$ cat config.mk
export PLATFORM = sky130hd
export DESIGN_NAME = ov7670_capture
export DESIGN_NICKNAME = d
export VERILOG_FILES = /design/src/verilog/cam_sensor_pkg.sv /design/src/verilog/sample_grid_pkg.sv /design/src/verilog/sync_edge_detector.sv /design/src/verilog/mod_counter.sv /design/src/verilog/sample_ram.sv /design/src/verilog/ov7670_capture_fd.sv /design/src/verilog/ov7670_capture_uc.sv /design/src/verilog/ov7670_capture.sv
export SDC_FILE = /design/constraint.sdc
export NUM_CORES = 1
export LEC_CHECK = 0
export BUFFER_PORTS_ARGS = -buffer_cell sky130_fd_sc_hd__buf_2
export CAP_MARGIN = 5
export CORE_MARGIN = 4
export CORE_UTILIZATION = 46
export DETAILED_ROUTE_END_ITERATION = 12
export PLACE_DENSITY = 0.64
export SKIP_LAST_GASP = 1
export SYNTH_ARGS = -nofsm -noshare
export SYNTH_HDL_FRONTEND = slang
export SYNTH_SLANG_ARGS = --single-unit
$ cat constraint.sdc
create_clock -name clock -period 4.9 [get_ports clock]
set_clock_uncertainty 0.2 [all_clocks]
set_input_delay 0.735 -clock clock [delete_from_list [all_inputs] [get_ports clock]]
set_output_delay 0.735 -clock clock [all_outputs]
set_load 0.02 [all_outputs]
$ cat src/verilog/cam_sensor_pkg.sv
// Camera sensor side definitions for the OV7670 capture path
package cam_sensor_pkg;

    // Frame geometry as seen by the capture logic
    localparam int FRAME_LINES   = 120;
    localparam int FRAME_COLUMNS = 320;
    localparam int LINE_W        = 7;
    localparam int COLUMN_W      = 9;

    // System clocks per xclk half period
    localparam int XCLK_HALF_PERIOD = 25;
    localparam int XCLK_DIV_W       = 5;

    // RGB565 pixel word, high byte arrives first
    typedef struct packed {
        logic [4:0] red;
        logic [5:0] green;
        logic [4:0] blue;
    } pixel_t;

    // Raw pins coming from the sensor
    typedef struct packed {
        logic       vsync;
        logic       pclk;
        logic [7:0] d;
    } sensor_bus_t;

    typedef struct packed {
        logic [LINE_W-1:0]   line;
        logic [COLUMN_W-1:0] column;
    } pixel_pos_t;

    // Strobes from the control unit into the datapath
    typedef struct packed {
        logic clear_pos;
        logic count_column;
        logic count_line;
        logic clear_grid_col;
        logic count_grid_col;
        logic clear_grid_row;
        logic count_grid_row;
        logic latch_high;
        logic latch_low;
        logic write_sample;
    } fd_ctrl_t;

    // Status flags returned by the datapath
    typedef struct packed {
        logic frame_start;
        logic byte_edge;
        logic column_end;
        logic line_end;
        logic sample_hit;
        logic grid_col_end;
    } fd_status_t;

endpackage

$ cat src/verilog/sample_grid_pkg.sv
// Sample grid definitions for the 3 by 3 pixel sample memory
package sample_grid_pkg;

    localparam int GRID_ROWS   = 3;
    localparam int GRID_COLS   = 3;
    localparam int GRID_ADDR_W = 2;

    // Frame positions that get sampled
    localparam int SAMPLE_LINES [GRID_ROWS] = '{20, 60, 100};
    localparam int SAMPLE_COLUMNS [GRID_COLS] = '{79, 159, 239};

    // Cell address in the sample memory
    typedef struct packed {
        logic [GRID_ADDR_W-1:0] row;
        logic [GRID_ADDR_W-1:0] col;
    } grid_addr_t;

endpackage

$ cat src/verilog/sync_edge_detector.sv
// Synchronizes an asynchronous input and flags each rising edge with a registered pulse
`timescale 1ns/100ps

module sync_edge_detector (
    input  logic clock,
    input  logic rst_n,
    input  logic sig,
    output logic pulse
);

    logic sync_0;
    logic sync_1;
    logic sync_prev;

    always_ff @(posedge clock) begin
        if (!rst_n) begin
            sync_0    <= 1'b0;
            sync_1    <= 1'b0;
            sync_prev <= 1'b0;
            pulse     <= 1'b0;
        end else begin
            sync_0    <= sig;
            sync_1    <= sync_0;
            sync_prev <= sync_1;
            // Edge register, high for one cycle only
            pulse     <= sync_1 & ~sync_prev;
        end
    end

    assert property (@(posedge clock) disable iff (!rst_n) pulse |=> !pulse)
        else $error("sync_edge_detector: pulse held for two cycles");

endmodule

$ cat src/verilog/mod_counter.sv
// Modulo-M counter with synchronous clear, count enable and terminal count flag
`timescale 1ns/100ps

module mod_counter #(
    parameter int M = 16,
    parameter int N = 4
) (
    input  logic         clock,
    input  logic         rst_n,
    input  logic         clear,
    input  logic         count,
    output logic [N-1:0] q,
    output logic         last
);

    assign last = (q == N'(M - 1));

    always_ff @(posedge clock) begin
        if (!rst_n) begin
            q <= '0;
        end else if (clear) begin
            q <= '0;
        end else if (count) begin
            // Wrap back to zero after M-1
            q <= last ? '0 : q + 1'b1;
        end
    end

    assert property (@(posedge clock) disable iff (!rst_n) int'(q) < M)
        else $error("mod_counter: q left the range 0..M-1");

endmodule

$ cat src/verilog/sample_ram.sv
// Nine word sample memory with one write port and a registered read port
`timescale 1ns/100ps

module sample_ram (
    input  logic                        clock,
    input  logic                        rst_n,
    input  logic                        we,
    input  sample_grid_pkg::grid_addr_t wr_addr,
    input  cam_sensor_pkg::pixel_t      wr_data,
    input  sample_grid_pkg::grid_addr_t rd_addr,
    output cam_sensor_pkg::pixel_t      rd_data
);

    cam_sensor_pkg::pixel_t mem [sample_grid_pkg::GRID_ROWS][sample_grid_pkg::GRID_COLS];

    // Contents start from zero so unwritten cells read back clean
    always_ff @(posedge clock) begin
        if (!rst_n) begin
            for (int r = 0; r < sample_grid_pkg::GRID_ROWS; r++) begin
                for (int c = 0; c < sample_grid_pkg::GRID_COLS; c++) begin
                    mem[r][c] <= '0;
                end
            end
        end else if (we) begin
            mem[wr_addr.row][wr_addr.col] <= wr_data;
        end
    end

    // Read data one cycle after the address
    always_ff @(posedge clock) begin
        rd_data <= mem[rd_addr.row][rd_addr.col];
    end

    assert property (@(posedge clock) disable iff (!rst_n)
        we |-> (int'(wr_addr.row) < sample_grid_pkg::GRID_ROWS
                && int'(wr_addr.col) < sample_grid_pkg::GRID_COLS))
        else $error("sample_ram: write outside the sample grid");

endmodule

$ cat src/verilog/ov7670_capture_fd.sv
// OV7670 capture datapath with input sync, position and grid counters, sample store and xclk
`timescale 1ns/100ps

module ov7670_capture_fd (
    input  logic                        clock,
    input  logic                        rst_n,
    input  cam_sensor_pkg::sensor_bus_t sensor,
    input  cam_sensor_pkg::fd_ctrl_t    ctrl,
    output cam_sensor_pkg::fd_status_t  status,
    output logic                        xclk,
    input  sample_grid_pkg::grid_addr_t rd_addr,
    output cam_sensor_pkg::pixel_t      rd_pixel
);

    cam_sensor_pkg::pixel_pos_t              pos;
    logic [cam_sensor_pkg::LINE_W-1:0]       line_q;
    logic [cam_sensor_pkg::COLUMN_W-1:0]     column_q;
    sample_grid_pkg::grid_addr_t             wr_addr;
    logic [sample_grid_pkg::GRID_ADDR_W-1:0] grid_row;
    logic [sample_grid_pkg::GRID_ADDR_W-1:0] grid_col;
    logic [15:0]                             byte_pair;
    logic                                    frame_start;
    logic                                    byte_edge;
    logic                                    column_end;
    logic                                    line_end;
    logic                                    grid_col_end;
    logic                                    line_hit;
    logic                                    column_hit;
    logic                                    xclk_toggle;

    // Frame begins when vsync falls
    sync_edge_detector frame_edge (
        .clock (clock),
        .rst_n (rst_n),
        .sig   (~sensor.vsync),
        .pulse (frame_start)
    );

    sync_edge_detector byte_edge_det (
        .clock (clock),
        .rst_n (rst_n),
        .sig   (sensor.pclk),
        .pulse (byte_edge)
    );

    mod_counter #(
        .M (cam_sensor_pkg::FRAME_COLUMNS),
        .N (cam_sensor_pkg::COLUMN_W)
    ) column_counter (
        .clock (clock),
        .rst_n (rst_n),
        .clear (ctrl.clear_pos),
        .count (ctrl.count_column),
        .q     (column_q),
        .last  (column_end)
    );

    mod_counter #(
        .M (cam_sensor_pkg::FRAME_LINES),
        .N (cam_sensor_pkg::LINE_W)
    ) line_counter (
        .clock (clock),
        .rst_n (rst_n),
        .clear (ctrl.clear_pos),
        .count (ctrl.count_line),
        .q     (line_q),
        .last  (line_end)
    );

    assign pos = '{line: line_q, column: column_q};

    // Sample position match against the grid tables
    always_comb begin
        line_hit   = 1'b0;
        column_hit = 1'b0;
        for (int i = 0; i < sample_grid_pkg::GRID_ROWS; i++) begin
            if (int'(pos.line) == sample_grid_pkg::SAMPLE_LINES[i]) begin
                line_hit = 1'b1;
            end
        end
        for (int j = 0; j < sample_grid_pkg::GRID_COLS; j++) begin
            if (int'(pos.column) == sample_grid_pkg::SAMPLE_COLUMNS[j]) begin
                column_hit = 1'b1;
            end
        end
    end

    mod_counter #(
        .M (sample_grid_pkg::GRID_COLS),
        .N (sample_grid_pkg::GRID_ADDR_W)
    ) grid_col_counter (
        .clock (clock),
        .rst_n (rst_n),
        .clear (ctrl.clear_grid_col),
        .count (ctrl.count_grid_col),
        .q     (grid_col),
        .last  (grid_col_end)
    );

    mod_counter #(
        .M (sample_grid_pkg::GRID_ROWS),
        .N (sample_grid_pkg::GRID_ADDR_W)
    ) grid_row_counter (
        .clock (clock),
        .rst_n (rst_n),
        .clear (ctrl.clear_grid_row),
        .count (ctrl.count_grid_row),
        .q     (grid_row),
        .last  ()
    );

    assign wr_addr = '{row: grid_row, col: grid_col};

    assign status = '{
        frame_start:  frame_start,
        byte_edge:    byte_edge,
        column_end:   column_end,
        line_end:     line_end,
        sample_hit:   line_hit & column_hit,
        grid_col_end: grid_col_end
    };

    // Byte pair, high byte first
    always_ff @(posedge clock) begin
        if (ctrl.latch_high) begin
            byte_pair[15:8] <= sensor.d;
        end
        if (ctrl.latch_low) begin
            byte_pair[7:0] <= sensor.d;
        end
    end

    sample_ram sample_mem (
        .clock   (clock),
        .rst_n   (rst_n),
        .we      (ctrl.write_sample),
        .wr_addr (wr_addr),
        .wr_data (cam_sensor_pkg::pixel_t'(byte_pair)),
        .rd_addr (rd_addr),
        .rd_data (rd_pixel)
    );

    // Master clock divider for the sensor
    mod_counter #(
        .M (cam_sensor_pkg::XCLK_HALF_PERIOD),
        .N (cam_sensor_pkg::XCLK_DIV_W)
    ) xclk_divider (
        .clock (clock),
        .rst_n (rst_n),
        .clear (1'b0),
        .count (1'b1),
        .q     (),
        .last  (xclk_toggle)
    );

    always_ff @(posedge clock) begin
        if (!rst_n) begin
            xclk <= 1'b0;
        end else if (xclk_toggle) begin
            xclk <= ~xclk;
        end
    end

endmodule

$ cat src/verilog/ov7670_capture_uc.sv
// OV7670 capture control FSM sequencing bytes, pixel position and sample grid
`timescale 1ns/100ps

module ov7670_capture_uc (
    input  logic                       clock,
    input  logic                       rst_n,
    input  logic                       capture_en,
    input  cam_sensor_pkg::fd_status_t status,
    output cam_sensor_pkg::fd_ctrl_t   ctrl,
    output logic                       frame_done
);

    typedef enum logic [1:0] {
        IDLE,
        WAIT_HIGH,
        WAIT_LOW,
        DONE
    } state_t;

    state_t state;
    state_t state_next;
    logic   low_latched;

    always_ff @(posedge clock) begin
        if (!rst_n) begin
            state       <= IDLE;
            low_latched <= 1'b0;
        end else begin
            state       <= state_next;
            // Pixel is complete the cycle after its low byte
            low_latched <= ctrl.latch_low;
        end
    end

    always_comb begin
        state_next = state;
        ctrl       = '0;
        frame_done = 1'b0;
        case (state)
            IDLE: begin
                if (capture_en && status.frame_start) begin
                    ctrl.clear_pos      = 1'b1;
                    ctrl.clear_grid_col = 1'b1;
                    ctrl.clear_grid_row = 1'b1;
                    state_next          = WAIT_HIGH;
                end
            end
            WAIT_HIGH: begin
                if (status.byte_edge) begin
                    ctrl.latch_high = 1'b1;
                    state_next      = WAIT_LOW;
                end
            end
            WAIT_LOW: begin
                if (low_latched) begin
                    ctrl.count_column   = 1'b1;
                    ctrl.count_line     = status.column_end;
                    ctrl.write_sample   = status.sample_hit;
                    ctrl.count_grid_col = status.sample_hit;
                    // Next grid row once the third cell of a row is written
                    ctrl.count_grid_row = status.sample_hit & status.grid_col_end;
                    if (status.column_end && status.line_end) begin
                        state_next = DONE;
                    end else begin
                        state_next = WAIT_HIGH;
                    end
                end else if (status.byte_edge) begin
                    ctrl.latch_low = 1'b1;
                end
            end
            DONE: begin
                frame_done = 1'b1;
                state_next = IDLE;
            end
            default: begin
                state_next = IDLE;
            end
        endcase
    end

    // A sample write always follows a low byte latch by one cycle
    assert property (@(posedge clock) disable iff (!rst_n)
        ctrl.write_sample |-> (state == WAIT_LOW && $past(ctrl.latch_low)))
        else $error("ov7670_capture_uc: sample write outside the low byte phase");

endmodule

$ cat src/verilog/ov7670_capture.sv
// OV7670 capture top level joining the control FSM and the datapath
`timescale 1ns/100ps

module ov7670_capture (
    input  logic                        clock,
    input  logic                        rst_n,
    input  cam_sensor_pkg::sensor_bus_t sensor,
    input  logic                        capture_en,
    output logic                        xclk,
    output logic                        frame_done,
    input  sample_grid_pkg::grid_addr_t rd_addr,
    output cam_sensor_pkg::pixel_t      rd_pixel
);

    cam_sensor_pkg::fd_ctrl_t   ctrl;
    cam_sensor_pkg::fd_status_t status;

    ov7670_capture_uc uc (
        .clock      (clock),
        .rst_n      (rst_n),
        .capture_en (capture_en),
        .status     (status),
        .ctrl       (ctrl),
        .frame_done (frame_done)
    );

    ov7670_capture_fd fd (
        .clock    (clock),
        .rst_n    (rst_n),
        .sensor   (sensor),
        .ctrl     (ctrl),
        .status   (status),
        .xclk     (xclk),
        .rd_addr  (rd_addr),
        .rd_pixel (rd_pixel)
    );

endmodule

# Word level (Yosys, flattened, before mapping)
# Memory sizes are Yosys's and may differ from the RTL's.
# Index checks and enable logic that the tools add are counted.
# totals
reg_bits,69
latchBits,0
mem_bits_rw,144
mem_bits_ro,0
out_inout_bits,18
wordCells,106
mem_count,1
# op_classes
n_addsub,5
n_mul,0
div_mod_pow,0
n_lt_le_gt_ge,3
n_eq_ne,17
shifts,0
n_mux,40
n_bitwise,11
n_reduce_logical,8
# mem_list
name,depth,word_bits,rd,rd_ports_with_merged_regs,write_ports,line_no,text
fd.sample_mem.mem,3,48,1,0,3,sample_ram.sv:14,cam_sensor_pkg::pixel_t mem [sample_grid_pkg::GRID_ROWS][sample_grid_pkg::GRID_COLS];
# op_table
operator,count
$mux W48,3
$mux W16,3
$reduce_or A48 Y1,1
$bmux W16 S2,1
$demux W16 S2,1
$eq A9 B9 Y1 const B,3
$mux W2,10
$mux W1,19
$eq A7 B6 Y1 const B,2
$eq A7 B7 Y1 const B,2
$add A9 B1 Y9 const B,1
$eq A9 B8 Y1 const B,1
$mux W9,1
$eq A2 B2 Y1 const B,4
$pmux W2 S4,1
$add A7 B1 Y7 const B,1
$mux W7,1
$ge A3 B3 Y1 const B,2
$ne A2 B1 Y1 const B,3
$not A2 Y3,2
$add A5 B1 Y5 const B,1
$eq A5 B5 Y1 const B,1
$not A1 Y1,5
$add A2 B1 Y2 const B,2
7 further kinds,13

# Depth between registers and ports, before layout
# logic_depth
depth_word,12
mapped_depth,9

# Modules after synthesis
# Synthesis repeated with hierarchy kept, for this count alone.
# unflattened
hier_cells,759
hier_area_um2,10821.6
# modules_own_cells
mod,n_inst,cells_per_inst,area_per_inst_um2
sample_ram,1,545,8476.9
ov7670_capture_fd,1,40,660.6
mod_counter at fd.column_counter,1,47,451.7
mod_counter at fd.line_counter,1,40,341.6
mod_counter at fd.xclk_divider,1,31,277.8
sync_edge_detector,2,8,111.4
ov7670_capture_uc,1,20,200.2
mod_counter at fd.grid_col_counter ...,2,10,95.1

# Least setup slack after synthesis
# Ideal clock, no wire load.
# synth_timing
path_type,reg-to-reg
startpoint,reg fd.column_counter.q[0]
endpoint,mem fd.sample_mem.mem[2][0] in the netlist's numbering (enable)
t_arrival_ns,3.035
required_time_ns,4.265
slack_ns,1.230
path_stages_with_launch,6
path_buffers,0
period_less_slack_ns,3.670
path_cell_list,dfxtp_1 > ha_1 > nand4_1 > nor4_2 > nand3_2 > o41ai_1
# synth_rtl
element,line_no,text
start: declaration,mod_counter.sv:12,"output logic [N-1:0] q,"
start signal: assignment,mod_counter.sv:25,q <= last ? '0 : q + 1'b1;
end: declaration,sample_ram.sv:14,

==> out/qor.txt <==
==============================================================================
Detailed-route wire length                                            25990 µm
Reg2reg path depth                                                           6
Highest achievable clock rate                                        302.7 MHz
Leading area contributor after synthesis                          sky130_fd_sc_hd__edfxtp_1
Worst-case setup margin in the final layout                           1.596 ns
Data arrival time of the worst path                                    3.24 ns
Buffer levels on the longest clock path                                      3
Routed len/inst                                                       22.94 µm
Synthesized-area fraction occupied by ao, oa, aoi and oai cells         2.647%
Total clock buffers created by CTS                                          28
Mapped Nets                                                                776
Post-synthesis sequential area ratio                                    66.07%
Final Setup Violations                                                       0
DRT antenna net count                                                        0
Clock period minus worst slack                                        3.304 ns
Die boundary width                                                    163.1 µm
First-pass detailed-route iteration total                                    5
GRT Util Overall                                                        19.98%
Total congestion overflow                                                    0
Synthesized-area fraction occupied by and/or/nand/nor cells             15.21%
Placed standard-cell area                                            11580 µm²
Avg Cell Area, Syn                                                   14.67 µm²
CTS HTree Levels                                                             1
TritonCTS clock tree                                                       yes
Clock-pin slew on the worst setup and hold paths                       0.05 ns
Worst setup path category                                         register to register
Total length of routed met2 wires                                     12210 µm
Via count of the first global-routing pass                                6704
Final period utilization                                                67.43%
Antenna violations before repair                                             0
Dominant cells by area after synthesis                            sky130_fd_sc_hd__edfxtp_1 (56%), sky130_fd_sc_hd__mux4_2 (9.8%), sky130_fd_sc_hd__dfxtp_1 (9.6%)
Launching element type of the critical path                           register
Element type at the critical path end                                 register
Slew at the pin with the worst max-slew slack                         1.269 ns
Detailed-routed wire length on met3                                    1910 µm
Vias                                                                      6511
Fin area                                                             12480 µm²
Number of resized instances in the post-cts repair step                      0
Power density of the placed cells                                 384.3 nW/µm²
VDD IR max                                                            262.8 µV
Netlist area before placement                                        11060 µm²
Hold Path Class                                                   input pin to register
Maximum fanout encountered on the critical timing path                      16
Most instantiated cells after synthesis                           sky130_fd_sc_hd__edfxtp_1 (208), sky130_fd_sc_hd__nand2_1 (69), sky130_fd_sc_hd__dfxtp_1 (53), sky130_fd_sc_hd__nor2_1 (52), sky130_fd_sc_hd__mux4_2 (48)
RR Startpoint                                                     fd.column_counter.q[0]$_SDFFE_PP0P_
Required time worst endpoint                                           4.84 ns
Leakage dissipation                                                   4.102 nW
Critical path capture point                                       fd.sample_mem.mem[2][25]$_DFFE_PP_
DP Cell Count                                                             1082
Area of the core                                                     23540 µm²
Maximum number of pins on one net before global-route repair                64
Top-level I/O count                                                         35
Net count reported at finish                                               815
Detailed Route Iter0 Violations                                            578
Post-placement setup slack                                            1.609 ns
Proportion of netlist area held by the largest area contributor         56.48%
Final count of hold timing violations                                        0
Worst relative slew slack                                               15.39%
Most frequently used cell type in the post-synthesis netlist      sky130_fd_sc_hd__edfxtp_1
Synth Register Bits                                                        261
Total clock sinks                                                          261
Hold buffers post-CTS                                                        0
Fraction of the mapped netlist area in adder cells                     0.5657%
Dominant synthesized flop cell                                    sky130_fd_sc_hd__edfxtp_1
Unique cell type count in the Yosys netlist                                 49
Initial core utilization                                                46.98%
DIE HEIGHT                                                            163.1 µm
RSZ-0062 raised after global routing                                     false
Status                                                            complete, no violations
Total inserted antenna cells                                                 0
Num rows                                                                    56
Global-route wire length before repair                                40110 µm
Main combinational cell family by area after synthesis            simple AND/OR/NAND/NOR gates
Final GP Congestion                                                     0.8174
Fraction of layout instances using a drive strength above 1             24.82%
Count of final max-slew check failures                                       0
Critical path launch point                                        fd.column_counter.q[0]$_SDFFE_PP0P_
Area growth, synth to finish                                            12.81%
Max-cap check violation count                                                0
Post-Synth XOR/XNOR Area                                               0.8711%
Instance count of the mapped netlist                                       754
Hold wc startpoint                                                   sensor[9]
Die Footprint                                                        26590 µm²
Setup tns final                                                           0 ns
Number of flops mapped to enable cells by yosys                            208
Reg-to-reg setup timing slack                                          1.60 ns
Post-CTS Setup Bufs                                                          0
Clk root buf                                                      sky130_fd_sc_hd__clkbuf_16
Mux share of post-synthesis cell area                                   11.59%
Insertion delay to the later sink of the worst-skew pair               0.53 ns
Async set-reset flop share out of synthesis                                 0%
Half-perimeter wire length after placement                            15780 µm
Overall Power                                                       0.004795 W
Detailed-route vias per instance                                         5.747
Filler cell count                                                         1968
Met1 layer wirelength in the final routing                            11010 µm
Uppermost layer routed                                                    met4
Endpoint of the lowest-slack register-to-register path            fd.sample_mem.mem[2][25]$_DFFE_PP_
Final std cells w/o fill                                                  1133
# DRC                                                                        0
Synth warn                                                                   0
Total of buffers placed on input and output ports                           34
==============================================================================
[sequential cells by signal, summed over array words and instances, names as in the netlist, 2 cells and up]
name,count
fd.grid_row_counter.q,2
fd.line_counter.q,7
fd.grid_col_counter.q,2
fd.column_counter.q,9
fd.sample_mem.rd_data,16
fd.sample_mem.mem,192
fd.xclk_divider.q,5
uc.state,2
fd.byte_pair,16
[metrics by stage]
step | util (%) | hold WS, ns
2_1_floorplan | - | 0.1674
3_3_place_gp | 49.18 | 0.1749
3_5_place_dp | 49.18 | 0.1797
4_1_cts | 52.99 | 0.1435
5_1_grt | 52.99 | 0.1473
6_report | 52.99 | 0.1569
[logic make-up after synthesis]
kind of cell               count (synthesis)
DFF                                      261
xor gates and xnor gates                  11
buffers and inverters                     72
adders and majority gates                  5
and+or+nand+nor                          289
muxes                                     68
AOI/OAI and AO/OA                         48
[per-layer routing]
| metal | vias up | track usage (%) |
|---|---|---|
| li1 | 2897 | - |
| met1 | 3316 | 28.61 |
| met2 | 242 | 31.87 |
| met3 | 56 | 2.927 |
| met4 | 0 | 6.481 |
| met5 | - | 0 |
[worst min-delay path by stage]
| stage | to | cells past startpoint |
|---|---|---|
| after floorplan | fd.byte_edge_det.pulse$_SDFF_PN0_ | 1 |
| after global placement | fd.frame_edge.pulse$_SDFF_PN0_ | 1 |
| after detailed placement | fd.byte_edge_det.pulse$_SDFF_PN0_ | 1 |
| after CTS | fd.frame_edge.sync_0$_SDFF_PN0_ | 2 |
| after global routing | fd.frame_edge.sync_0$_SDFF_PN0_ | 2 |
| final | fd.frame_edge.sync_0$_SDFF_PN0_ | 2 |
[placed cells by master (no fill, tap or decap), types with 5 or more instances in the layout]
cell type                     n
sky130_fd_sc_hd__nand2b_1     7
sky130_fd_sc_hd__nand4_1      6
sky130_fd_sc_hd__nand2_1     69
sky130_fd_sc_hd__mux2i_1     20
sky130_fd_sc_hd__clkbuf_16   29
sky130_fd_sc_hd__edfxtp_1   208
sky130_fd_sc_hd__inv_1       26
sky130_fd_sc_hd__clkinv_1     6
sky130_fd_sc_hd__nor3_2      45
sky130_fd_sc_hd__nor2b_1      7
sky130_fd_sc_hd__o21ai_1      5
sky130_fd_sc_hd__clkinv_2     6
sky130_fd_sc_hd__xnor2_1      6
sky130_fd_sc_hd__mux4_2      48
sky130_fd_sc_hd__clkbuf_1     6
sky130_fd_sc_hd__o21ai_0      6
sky130_fd_sc_hd__o22ai_1     16
sky130_fd_sc_hd__buf_4       22
sky130_fd_sc_hd__dfxtp_1     53
sky130_fd_sc_hd__a21oi_1     12
sky130_fd_sc_hd__ha_1         5
sky130_fd_sc_hd__nor2_1      52
sky130_fd_sc_hd__buf_2       33
sky130_fd_sc_hd__xor2_1       5
sky130_fd_sc_hd__nand3_1     10
sky130_fd_sc_hd__nor3_1      29
sky130_fd_sc_hd__and2_1      37
[layout make-up]
class                   count  area [µm²]  share of cell area, %
clock buffers              35       748.2                  5.997
clock inverters            16       150.1                  1.203
flip-flops and latches    261        7307                  58.57
inverters                  26       97.59                 0.7823
well taps                 319       399.1                  3.199
repair buffers             55       330.3                  2.648
multi-input cells         421        3443                  27.60
[critical path, cell delays in order (launching register included)]
cell and delay [ns]:
sky130_fd_sc_hd__dfxtp_1 0.37, sky130_fd_sc_hd__ha_1 0.20, sky130_fd_sc_hd__nand4_1 0.16, sky130_fd_sc_hd__nor4_2 0.37, sky130_fd_sc_hd__and3_1 0.41, sky130_fd_sc_hd__nand2_1 0.18
sky130_fd_sc_hd__o21ai_2 1.02
[report_power, final]
| part | switching (W) | total (W) | internal, W |
|---|---|---|---|
| Sequential | 0.0000225 | 0.00248 | 0.00246 |
| Combinational | 0.000143 | 0.000245 | 0.000102 |
| Clock | 0.000836 | 0.00207 | 0.00123 |
| Total | 0.00100 | 0.00479 | 0.00379 |
(Power assumes the default switching activity.)
